### config.mk
export PLATFORM = sky130hd
export DESIGN_NAME = busTop
export DESIGN_NICKNAME = d
export VERILOG_FILES = /design/src/busPkg.sv /design/src/reqQueueIf.sv /design/src/reqQueue.sv /design/src/busArbiter.sv /design/src/busTop.sv
export VERILOG_INCLUDE_DIRS = /design/src /design/src/src
export SDC_FILE = /design/constraint.sdc
export NUM_CORES = 1
export LEC_CHECK = 0
export BUFFER_PORTS_ARGS = -buffer_cell sky130_fd_sc_hd__buf_2
export CORE_AREA = 5 5 95 97
export DETAILED_ROUTE_END_ITERATION = 10
export DIE_AREA = 0 0 100 102
export PLACE_DENSITY = 0.69
export SYNTH_ARGS = -nofsm -noshare
export SYNTH_HDL_FRONTEND = slang
export SYNTH_SLANG_ARGS = --single-unit
### constraint.sdc
create_clock -name clk -period 4.5 [get_ports clk]
set_input_delay 0.9 -clock clk [delete_from_list [all_inputs] [get_ports clk]]
set_output_delay 0.9 -clock clk [all_outputs]
set_load 0.005 [all_outputs]
### src/bus_params.svh
`ifndef BUS_PARAMS_SVH
`define BUS_PARAMS_SVH

// Bus masters, one request line each
`define NUM_SENDERS 11

// Destination receivers, one free line each
`define NUM_RECEIVERS 9

// FIFO entries, a power of two
`define QUEUE_DEPTH 4

// Width of a sender index or destination code
`define CODE_W 4

`endif

### src/busPkg.sv
`default_nettype none
`include "bus_params.svh"

package busPkg;

    typedef enum logic [`CODE_W-1:0] {
        B3  = 4'd0,     // Lowest priority
        B2  = 4'd1,
        B1  = 4'd2,
        B0  = 4'd3,
        DOW = 4'd4,
        DOR = 4'd5,
        DEW = 4'd6,
        DER = 4'd7,
        IO  = 4'd8,
        IE  = 4'd9,
        DMA = 4'd10     // Highest priority
    } senderT;

    typedef enum logic [`CODE_W-1:0] {
        RIE  = 4'd0,
        RIO  = 4'd1,
        RDE  = 4'd2,
        RDO  = 4'd3,
        RB0  = 4'd4,
        RB1  = 4'd5,
        RB2  = 4'd6,
        RB3  = 4'd7,
        RDMA = 4'd8
    } receiverT;

    typedef struct packed {
        senderT   sender;
        receiverT dest;
    } busReqT;

    typedef enum logic {
        IDLE = 1'b0,
        BUSY = 1'b1
    } bauStateT;

endpackage

`default_nettype wire

### src/reqQueueIf.sv
`timescale 1ns/1ps
`default_nettype none

interface reqQueueIf
    import busPkg::*;
();

    logic     ready;    // Head valid and its receiver free
    senderT   sender;
    receiverT dest;
    logic     pull;     // Pop the head at this edge

    modport queue (
        output ready,
        output sender,
        output dest,
        input  pull
    );

    modport arbiter (
        input  ready,
        input  sender,
        input  dest,
        output pull
    );

endinterface

`default_nettype wire

### src/reqQueue.sv
`timescale 1ns/1ps
`default_nettype none
`include "bus_params.svh"

module reqQueue
    import busPkg::*;
(
    input  logic                                clk,
    input  logic                                arstN,
    input  logic [`NUM_SENDERS-1:0]             req,
    input  logic [`NUM_RECEIVERS-1:0]           free,
    input  logic [`NUM_SENDERS*`CODE_W-1:0]     dest,
    output logic [`NUM_SENDERS-1:0]             ack,
    reqQueueIf.queue                            qIf
);

    localparam int PTR_W = $clog2(`QUEUE_DEPTH);

    logic [`NUM_SENDERS-1:0] pending;
    logic                    anyReq;
    senderT                  selSender;
    receiverT                selDest;
    busReqT                  head;

    busReqT                  mem [`QUEUE_DEPTH];
    logic [PTR_W-1:0]        wrPtr;
    logic [PTR_W-1:0]        rdPtr;
    logic [PTR_W:0]          count;

    logic                    full;
    logic                    empty;
    logic                    push;
    logic                    pop;

    // A master still shows req in its ack cycle
    assign pending = req & ~ack;

    // Highest index wins, so the last hit in the loop is kept
    always_comb begin
        anyReq    = 1'b0;
        selSender = B3;
        for (int i = 0; i < `NUM_SENDERS; i++) begin
            if (pending[i]) begin
                anyReq    = 1'b1;
                selSender = senderT'(i);
            end
        end
    end

    assign selDest = receiverT'(dest[selSender*`CODE_W +: `CODE_W]);

    assign full  = (count == (PTR_W+1)'(`QUEUE_DEPTH));
    assign empty = (count == '0);
    assign push  = anyReq && !full;
    assign pop   = qIf.ready && qIf.pull;

    // Entry storage
    always_ff @(posedge clk) begin
        if (push) begin
            mem[wrPtr] <= '{sender: selSender, dest: selDest};
        end
    end

    always_ff @(posedge clk or negedge arstN) begin
        if (!arstN) begin
            wrPtr <= '0;
            rdPtr <= '0;
        end else begin
            if (push) begin
                wrPtr <= wrPtr + 1'b1;  // Wraps at depth
            end
            if (pop) begin
                rdPtr <= rdPtr + 1'b1;
            end
        end
    end

    always_ff @(posedge clk or negedge arstN) begin
        if (!arstN) begin
            count <= '0;
        end else begin
            case ({push, pop})
                2'b10:   count <= count + 1'b1;
                2'b01:   count <= count - 1'b1;
                default: count <= count;    // Both or neither
            endcase
        end
    end

    // One-cycle ack for the accepted sender
    always_ff @(posedge clk or negedge arstN) begin
        if (!arstN) begin
            ack <= '0;
        end else begin
            ack <= '0;
            if (push) begin
                ack[selSender] <= 1'b1;
            end
        end
    end

    assign head = mem[rdPtr];

    assign qIf.sender = head.sender;
    assign qIf.dest   = head.dest;

    // Busy receiver at the head blocks everything behind it
    assign qIf.ready  = !empty && free[head.dest];

endmodule

`default_nettype wire

### src/busArbiter.sv
`timescale 1ns/1ps
`default_nettype none
`include "bus_params.svh"

module busArbiter
    import busPkg::*;
(
    input  logic                        clk,
    input  logic                        arstN,
    input  logic [`NUM_SENDERS-1:0]     rel,
    output logic [`NUM_SENDERS-1:0]     grant,
    output logic [`NUM_RECEIVERS-1:0]   recv,
    reqQueueIf.arbiter                  qIf
);

    bauStateT state;
    bauStateT nextState;
    senderT   owner;
    receiverT ownerDest;
    logic     ownerRel;
    logic     take;

    // Only the current owner can end the transfer
    assign ownerRel = rel[owner];

    assign take     = (state == IDLE) && qIf.ready;
    assign qIf.pull = take;

    always_comb begin
        nextState = state;
        case (state)
            IDLE: begin
                if (take) begin
                    nextState = BUSY;
                end
            end
            BUSY: begin
                if (ownerRel) begin
                    nextState = IDLE;
                end
            end
            default: begin
                nextState = IDLE;
            end
        endcase
    end

    always_ff @(posedge clk or negedge arstN) begin
        if (!arstN) begin
            state <= IDLE;
        end else begin
            state <= nextState;
        end
    end

    // Latch the head as it is popped
    always_ff @(posedge clk) begin
        if (take) begin
            owner     <= qIf.sender;
            ownerDest <= qIf.dest;
        end
    end

    // One-hot grant to the owner
    always_comb begin
        grant = '0;
        for (int i = 0; i < `NUM_SENDERS; i++) begin
            if (state == BUSY && owner == senderT'(i)) begin
                grant[i] = 1'b1;
            end
        end
    end

    // One-hot recv to the owner's destination
    always_comb begin
        recv = '0;
        for (int j = 0; j < `NUM_RECEIVERS; j++) begin
            if (state == BUSY && ownerDest == receiverT'(j)) begin
                recv[j] = 1'b1;
            end
        end
    end

endmodule

`default_nettype wire

### src/busTop.sv
`timescale 1ns/1ps
`default_nettype none
`include "bus_params.svh"

module busTop (
    input  logic                                clk,
    input  logic                                arstN,
    input  logic [`NUM_SENDERS-1:0]             req,
    input  logic [`NUM_SENDERS*`CODE_W-1:0]     dest,   // 4 bits per sender
    input  logic [`NUM_RECEIVERS-1:0]           free,
    input  logic [`NUM_SENDERS-1:0]             rel,
    output logic [`NUM_SENDERS-1:0]             ack,
    output logic [`NUM_SENDERS-1:0]             grant,
    output logic [`NUM_RECEIVERS-1:0]           recv
);

    // Head offer and pull between queue and arbiter
    reqQueueIf qIf ();

    reqQueue i_reqQueue (
        .clk   (clk),
        .arstN (arstN),
        .req   (req),
        .free  (free),
        .dest  (dest),
        .ack   (ack),
        .qIf   (qIf.queue)
    );

    busArbiter i_busArbiter (
        .clk   (clk),
        .arstN (arstN),
        .rel   (rel),
        .grant (grant),
        .recv  (recv),
        .qIf   (qIf.arbiter)
    );

endmodule

`default_nettype wire

After elaboration in Yosys (flattened, before gate mapping)
Memories as Yosys holds them, arrays and structs flattened.
Cells that the tools add are included.
{ "op_classes": {"eq_ne": 21, "muxes": 54, "shift": 1, "addsub": 4, "n_reduce_logical": 31, "n_bitwise": 3, "n_lt_le_gt_ge": 4} }
{ "ops": {"columns": ["op", "n"], "rows": [
  ["$shiftx 44x7->4", 1],
  ["$mux 1", 39],
  ["$mux 4", 9],
  ["$eq 4x3->1 const B", 8],
  ["$logic_and 1x1->1", 25],
  ["$eq 4x2->1 const B", 4],
  ["$eq 4x4->1 const B", 4],
  ["$lt 4x5->1 const B", 3],
  ["$and 11x11->11", 1],
  ["$mux 11", 1],
  ["$not 11->11", 1],
  ["$bmux 1 s4", 2],
  ["$eq 4x1->1 const B", 2],
  ["$logic_not 4->1", 2],
  ["$pmux 3 s2", 1],
  ["$add 2x1->2 const B", 2],
  ["$demux 1 s4", 1],
  ["$ge 4x1->1 const B", 1],
  ["$add 3x1->3 const B", 1],
  ["$eq 3x3->1 const B", 1],
  ["$logic_not 3->1", 1],
  ["$sub 3x1->3 const B", 1],
  ["$eq 2x1->1 const B", 1],
  ["$eq 2x2->1 const B", 1],
  ["other kinds (4)", 5]
]} }
{ "totals": {"input_bits": 77, "ram_bits": 32, "n_memories": 1, "register_bits": 27} }
{ "memory_table": {"columns": ["memory", "depth", "width", "rd", "rd_clocked_by_memory_dff", "wr", "line", "source"], "rows": [
  ["i_reqQueue.mem", 4, 8, 1, 0, 1, "reqQueue.sv:25", "busReqT mem [`QUEUE_DEPTH];"]
]} }

Logic depth before layout (Yosys ltp)
{ "depth": {"depth_word": 17, "depth_mapped": 13, "mapped_depth_nobuf": 12} }

By module
From an unflattened synthesis, not the netlist that was laid out.
{ "hier_totals": {"cells_unflattened": 259, "area_unflattened_um2": 3265.6} }
{ "modules_own_cells": {"columns": ["mod", "n_inst", "seq_area_each_um2", "area_per_inst_um2", "cells_each"], "rows": [
  ["reqQueue", 1, 1411.4, 2671.3, 198],
  ["busArbiter", 1, 265.3, 594.3, 61]
]} }

Worst setup path before layout
Ideal clock, no wire load.
{ "synth_timing": {"kind": "register -> register", "from": "register i_reqQueue.rdPtr[0]", "to": "register i_reqQueue.count[2]", "path_stages_with_launch": 13, "path_slack_ns": 1.336, "arrival_time_ns": 3.085, "path_cell_list": "dfrtp_1 buf_6 mux4_2 or3b_1 a21oi_1 a32oi_1 nor3_4 ha_1 inv_1 fa_1 xor2_1 nor2_1 xor2_1"} }
{ "synth_via": {"elab_chain_cells": 8, "elab_cells_between_ends": 10, "classes_between": "2 x eq/ne; 3 x mux; 4 x reduce/logical; 1 x memory"} }
{ "synth_rtl": {"columns": ["element", "line", "source"], "rows": [
  ["from (decl)", "reqQueue.sv:27", "logic [PTR_W-1:0] rdPtr;"],
  ["from (signal assigned)", "reqQueue.sv:73", "rdPtr <= rdPtr + 1'b1;"],
  ["$mem_v2 4x8 (*)", null, null],
  ["net i_busArbiter.qIf.dest[0]", "reqQueueIf.sv:23", "input dest,"],
  ["$bmux 1 s4 (*)", "reqQueue.sv:108", "assign qIf.ready = !empty && free[head.dest];"],
  ["$mux 1 (implied by the code) (*)", "reqQueue.sv:108", null],
  ["$logic_and 1x1->1 (*)", "reqQueue.sv:108", null],
  ["$logic_and 1x1->1 (*)", "busArbiter.sv:26", "assign take = (state == IDLE) && qIf.ready;"],
  ["net i_busArbiter.qIf.pull", "reqQueueIf.sv:24", "output pull"],
  ["$logic_and 1x1->1 (*)", "reqQueue.sv:55", "assign pop = qIf.ready && qIf.pull;"],
  ["$eq 2x1->1 or $eq 2x2->1 (tied branches)", "reqQueue.sv:82", "case ({push, pop})"],
  ["$pmux 3 s2 or $reduce_bool 2->1 (tied branches)", null, null],
  ["to (signal assigned)", "reqQueue.sv:83", "2'b10: count <= count + 1'b1;"],
  ["to (signal assigned)", "reqQueue.sv:84", "2'b01: count <= count - 1'b1;"],
  ["to (signal assigned)", "reqQueue.sv:85", "default: count <= count;"],
  ["to (decl)", "reqQueue.sv:28", "logic [PTR_W:0] count;"]
]} }
The timed path passes the listed nets; every way through them passes the cells marked *. The select of a mux whose other input is x is not followed.
A chain may end at the register's enable or synchronous reset.

Worst setup path in the final report
Ends and elaborated chain as after synthesis.

==> flow_summary.yaml <==
cts:
  hold_buffers: 0
  cts_sinks: 59
  insertion_delay_ns: 0.33
  post_cts_buffers: 0
  clk_pin_slew_ns: 0.07
  cts_resized: 0
  cts.path.max_buffers: 2
  cts_inserted_buffers: 9
  cts_max_level: 3
  cts_root_buf: "clkbuf_8"
  cts_tree: "done"
timing:
  fin_tns_setup_ns: 0
  tightest_slew_ns: 0.640
  rsz0062_at_grt: "false"
  finalClockSkew_ns: 0.0113
  setup_viol: 0
  whs_ns: 0.498
  maxSlewHeadroom_pct: 57.3
  slew_violations: 0
  fmax_mhz: 268
  fin_crit_sh_pct: 82.8
  hold_viol_final: 0
  min_period_ns: 3.73
synth:
  ys.warnings.count: 0
  synth-seq-area-share_pct: 53.1
  yosys.area.top_type: "edfxtp_1"
  syn_area_per_cell_um2: 12.1
  synth-seq-cells: 59
  synthArstFlopShare_pct: 32.2
  ys_types: 49
  ys.flop_type: "edfxtp_1"
  synth_edf_count: 40
  yosys-top-cells-area: "edfxtp_1 (38%), dfrtp_1 (15%), mux2i_1 (6.0%)"
  synth_fp_nets: 345
  syn-cell-area_um2: 3160
  synth_top_area_share_pct: 38.0
  synth_cells: 262
floorplan:
  die_width_um: 100
  ios: 108
  coreArea_um2: 8050
  start_util_pct: 39.2
  dieArea_um2: 10200
  rows: 33
  die_y_um: 102
critical_path:
  cp_max_fo: 12
  max_stage_delay_ns: 0.67
  worst-path-stages: 11
  rr_startpoint: "i_reqQueue.rdPtr[0]"
  ff2ff_path_depth: 11
  crit_path_end_kind: "register"
  crit_start: "i_reqQueue.rdPtr[0]"
  crit_arrival_ns: 3.98
  critPathKind: "reg -> reg"
  critPathRequiredTime_ns: 4.75
  crit_path_cell_trace: "mux4_2 -> or3b_1 -> a21oi_1 -> a32oi_1 -> nor3_4 -> ha_1 -> inv_1 -> fa_1 -> xor2_1 -> nor2_1 -> xor2_1"
  setup.worst_path.end: "i_reqQueue.count[2]"
  crit_family: "simple AND/OR/NAND/NOR gates"
  regToRegSetupSlack_ns: 0.77
  crit_path_frequent_cell: "xor2_1"
  start_kind: "register"
  r2r_end: "i_reqQueue.count[2]"
  slowest_stage: "dfrtp_1"
  timing.critical_path.buf_inv: 1
hold_path:
  hold_class: "reg -> reg"
global_routing:
  grt_pass1_wl_um: 11600
  grt_pass1_vias: 2436
  grt_use_met2_pct: 23.8
  grt_max_degree: 20
  grt.met3_usage_pct: 4.30
  grt.overflow.total: 0
  grt_use_total_pct: 14.7
  antenna_found_initial: 0
  use_met1_pct: 18.8
  top_usage_layer: "met2"
routing:
  drt-pass1-iter-count: 4
  drc_errors: 0
  vias: 2397
  viasPerCell: 4.96
  wirelength_um: 7020
  drtIter0Drc: 50
  avgRoutedWirePerCell_um: 14.5
  postRouteAntennaNets: 0
status:
  status: "complete, no violations"
cells_and_area:
  insertedDiodeCount: 0
  fin_nets: 456
  drive_gt1_share_pct: 37.6
  syn_to_final_growth_pct: 26.2
placed_design:
  hpwl_um: 5440
  gp_congestion: 0.825
  place.port_buffers: 107
power_and_ir_drop:
  power_density_nw_per_um2: 601
  leakage_nw: 1.79
  ir_drop_uv: 190
run:
  maxCapViolCount: 0
## flip-flops by register name, indices dropped and copies added (netlist names)
name and count:
i_reqQueue.mem 32, i_reqQueue.ack 11, i_busArbiter.ownerDest 4, i_busArbiter.owner 4
i_reqQueue.count 3, i_reqQueue.rdPtr 2, i_reqQueue.wrPtr 2, i_busArbiter.state 1
## final cells by class
cell class | count | area [µm²]
inverter | 15 | 56.3
sequential | 59 | 1680
fill | 751 | 4060
timing repair buffer | 111 | 566
multi-input combinational | 177 | 1370
clock buffer | 11 | 151
tap | 105 | 131
clock inverter | 5 | 37.5
## kinds of logic after synthesis
logic type | count (synthesis) | synth area share, %
buf+inv | 26 | 3.60
xor+xnor | 6 | 1.66
compound gates | 41 | 9.39
flops | 59 | 53.1
mux | 30 | 14.2
simple gates | 94 | 15.4
fa+ha+maj | 6 | 2.61
## through the flow
stage / instances / power [mW] / utilization [%] / instance area [µm²] / worst slack [ns]
6_report: 483 / 2.40 / 49.5 / 3990 / 0.772
5_1_grt: 483 / 2.57 / 49.5 / 3990 / 0.515
4_1_cts: 483 / 2.43 / 49.5 / 3990 / 0.747
3_5_place_dp: 467 / 1.98 / 47.2 / 3800 / 0.778
3_3_place_gp: 467 / 1.93 / 47.2 / 3800 / 0.957
2_1_floorplan: 262 / 1.73 / - / 3160 / 1.34
## how the worst min path moves through the flow
stage / slack (ns) / startpoint / endpoint / cells after the start
floorplan: 0.46 / i_reqQueue.count[2] / i_reqQueue.count[2] / 1
global placement: 0.48 / i_reqQueue.count[2] / i_reqQueue.count[2] / 1
detailed placement: 0.49 / i_reqQueue.count[2] / i_reqQueue.count[2] / 1
CTS: 0.50 / arstN / i_reqQueue.ack[5] / 1
global route: 0.51 / i_reqQueue.count[2] / i_reqQueue.count[2] / 1
finish: 0.50 / i_reqQueue.count[2] / i_reqQueue.count[2] / 1
## cell usage after synthesis, types with 2 or more instances
cell and number:
a21oi_1 7, buf_6 2, nor4_1 3, nand2_1 9, o21ai_0 10, nand3_1 2, nand3b_1 3, and3_1 4
clkbuf_1 8, inv_1 15, nand2b_1 10, o21ai_1 2, o211ai_1 4, ha_1 5, edfxtp_1 40, nor3_1 7
dfrtp_1 19, nor2_1 37, a22o_1 8, xor2_1 3, mux2i_1 19, mux4_2 4, and2_1 4, mux4_1 6
nor2b_1 5, xnor2_1 3
## metal layers
layer / vias to the layer above / part of all wire, %
met2: 114 / 45
met4: 0 / 1.3
met3: 9 / 11
met1: 1089 / 43
met5: - / 0
li1: 1185 / -
## worst register-to-register path: cells and delay by family, from the launching register on
family	cells	cell delay (ns)
simple gates	3	1.03
mux	1	0.66
xor+xnor	2	0.30
fa+ha+maj	2	0.68
flops	1	0.67
buf+inv	1	0.06
compound gates	2	0.25
## power breakdown
part / internal [mW] / leakage [nW] / switching (mW) / total (mW)
clock network: 0.230 / 0.0915 / 0.212 / 0.442
logic: 0.420 / 1.08 / 0.489 / 0.909
registers: 0.883 / 0.618 / 0.162 / 1.04
total: 1.53 / 1.79 / 0.862 / 2.40
## placed cells by master (no fill, tap or decap), types with 2 or more instances in the layout
master / synthesis / final
and3_1: 4 / 4
nand2b_1: 10 / 10
edfxtp_1: 40 / 40
xor2_1: 3 / 3
mux4_1: 6 / 6
nand2_1: 9 / 9
xnor2_1: 3 / 3
clkbuf_8: 0 / 11
inv_1: 15 / 15
o211ai_1: 4 / 4
nor2_1: 37 / 37
nor2b_1: 5 / 5
clkinvlp_4: 0 / 2
nor3_1: 7 / 7
nand3b_1: 3 / 3
mux4_2: 4 / 4
nor4_1: 3 / 3
mux2i_1: 19 / 19
nand3_1: 2 / 2
o21ai_1: 2 / 2
ha_1: 5 / 5
buf_2: 1 / 107
clkinv_4: 0 / 2
dfrtp_1: 19 / 19
o21ai_0: 10 / 10
and2_1: 4 / 4
a22o_1: 8 / 8
a21oi_1: 7 / 7
buf_4: 0 / 4
Note: power is estimated with default switching activity, not from simulation.
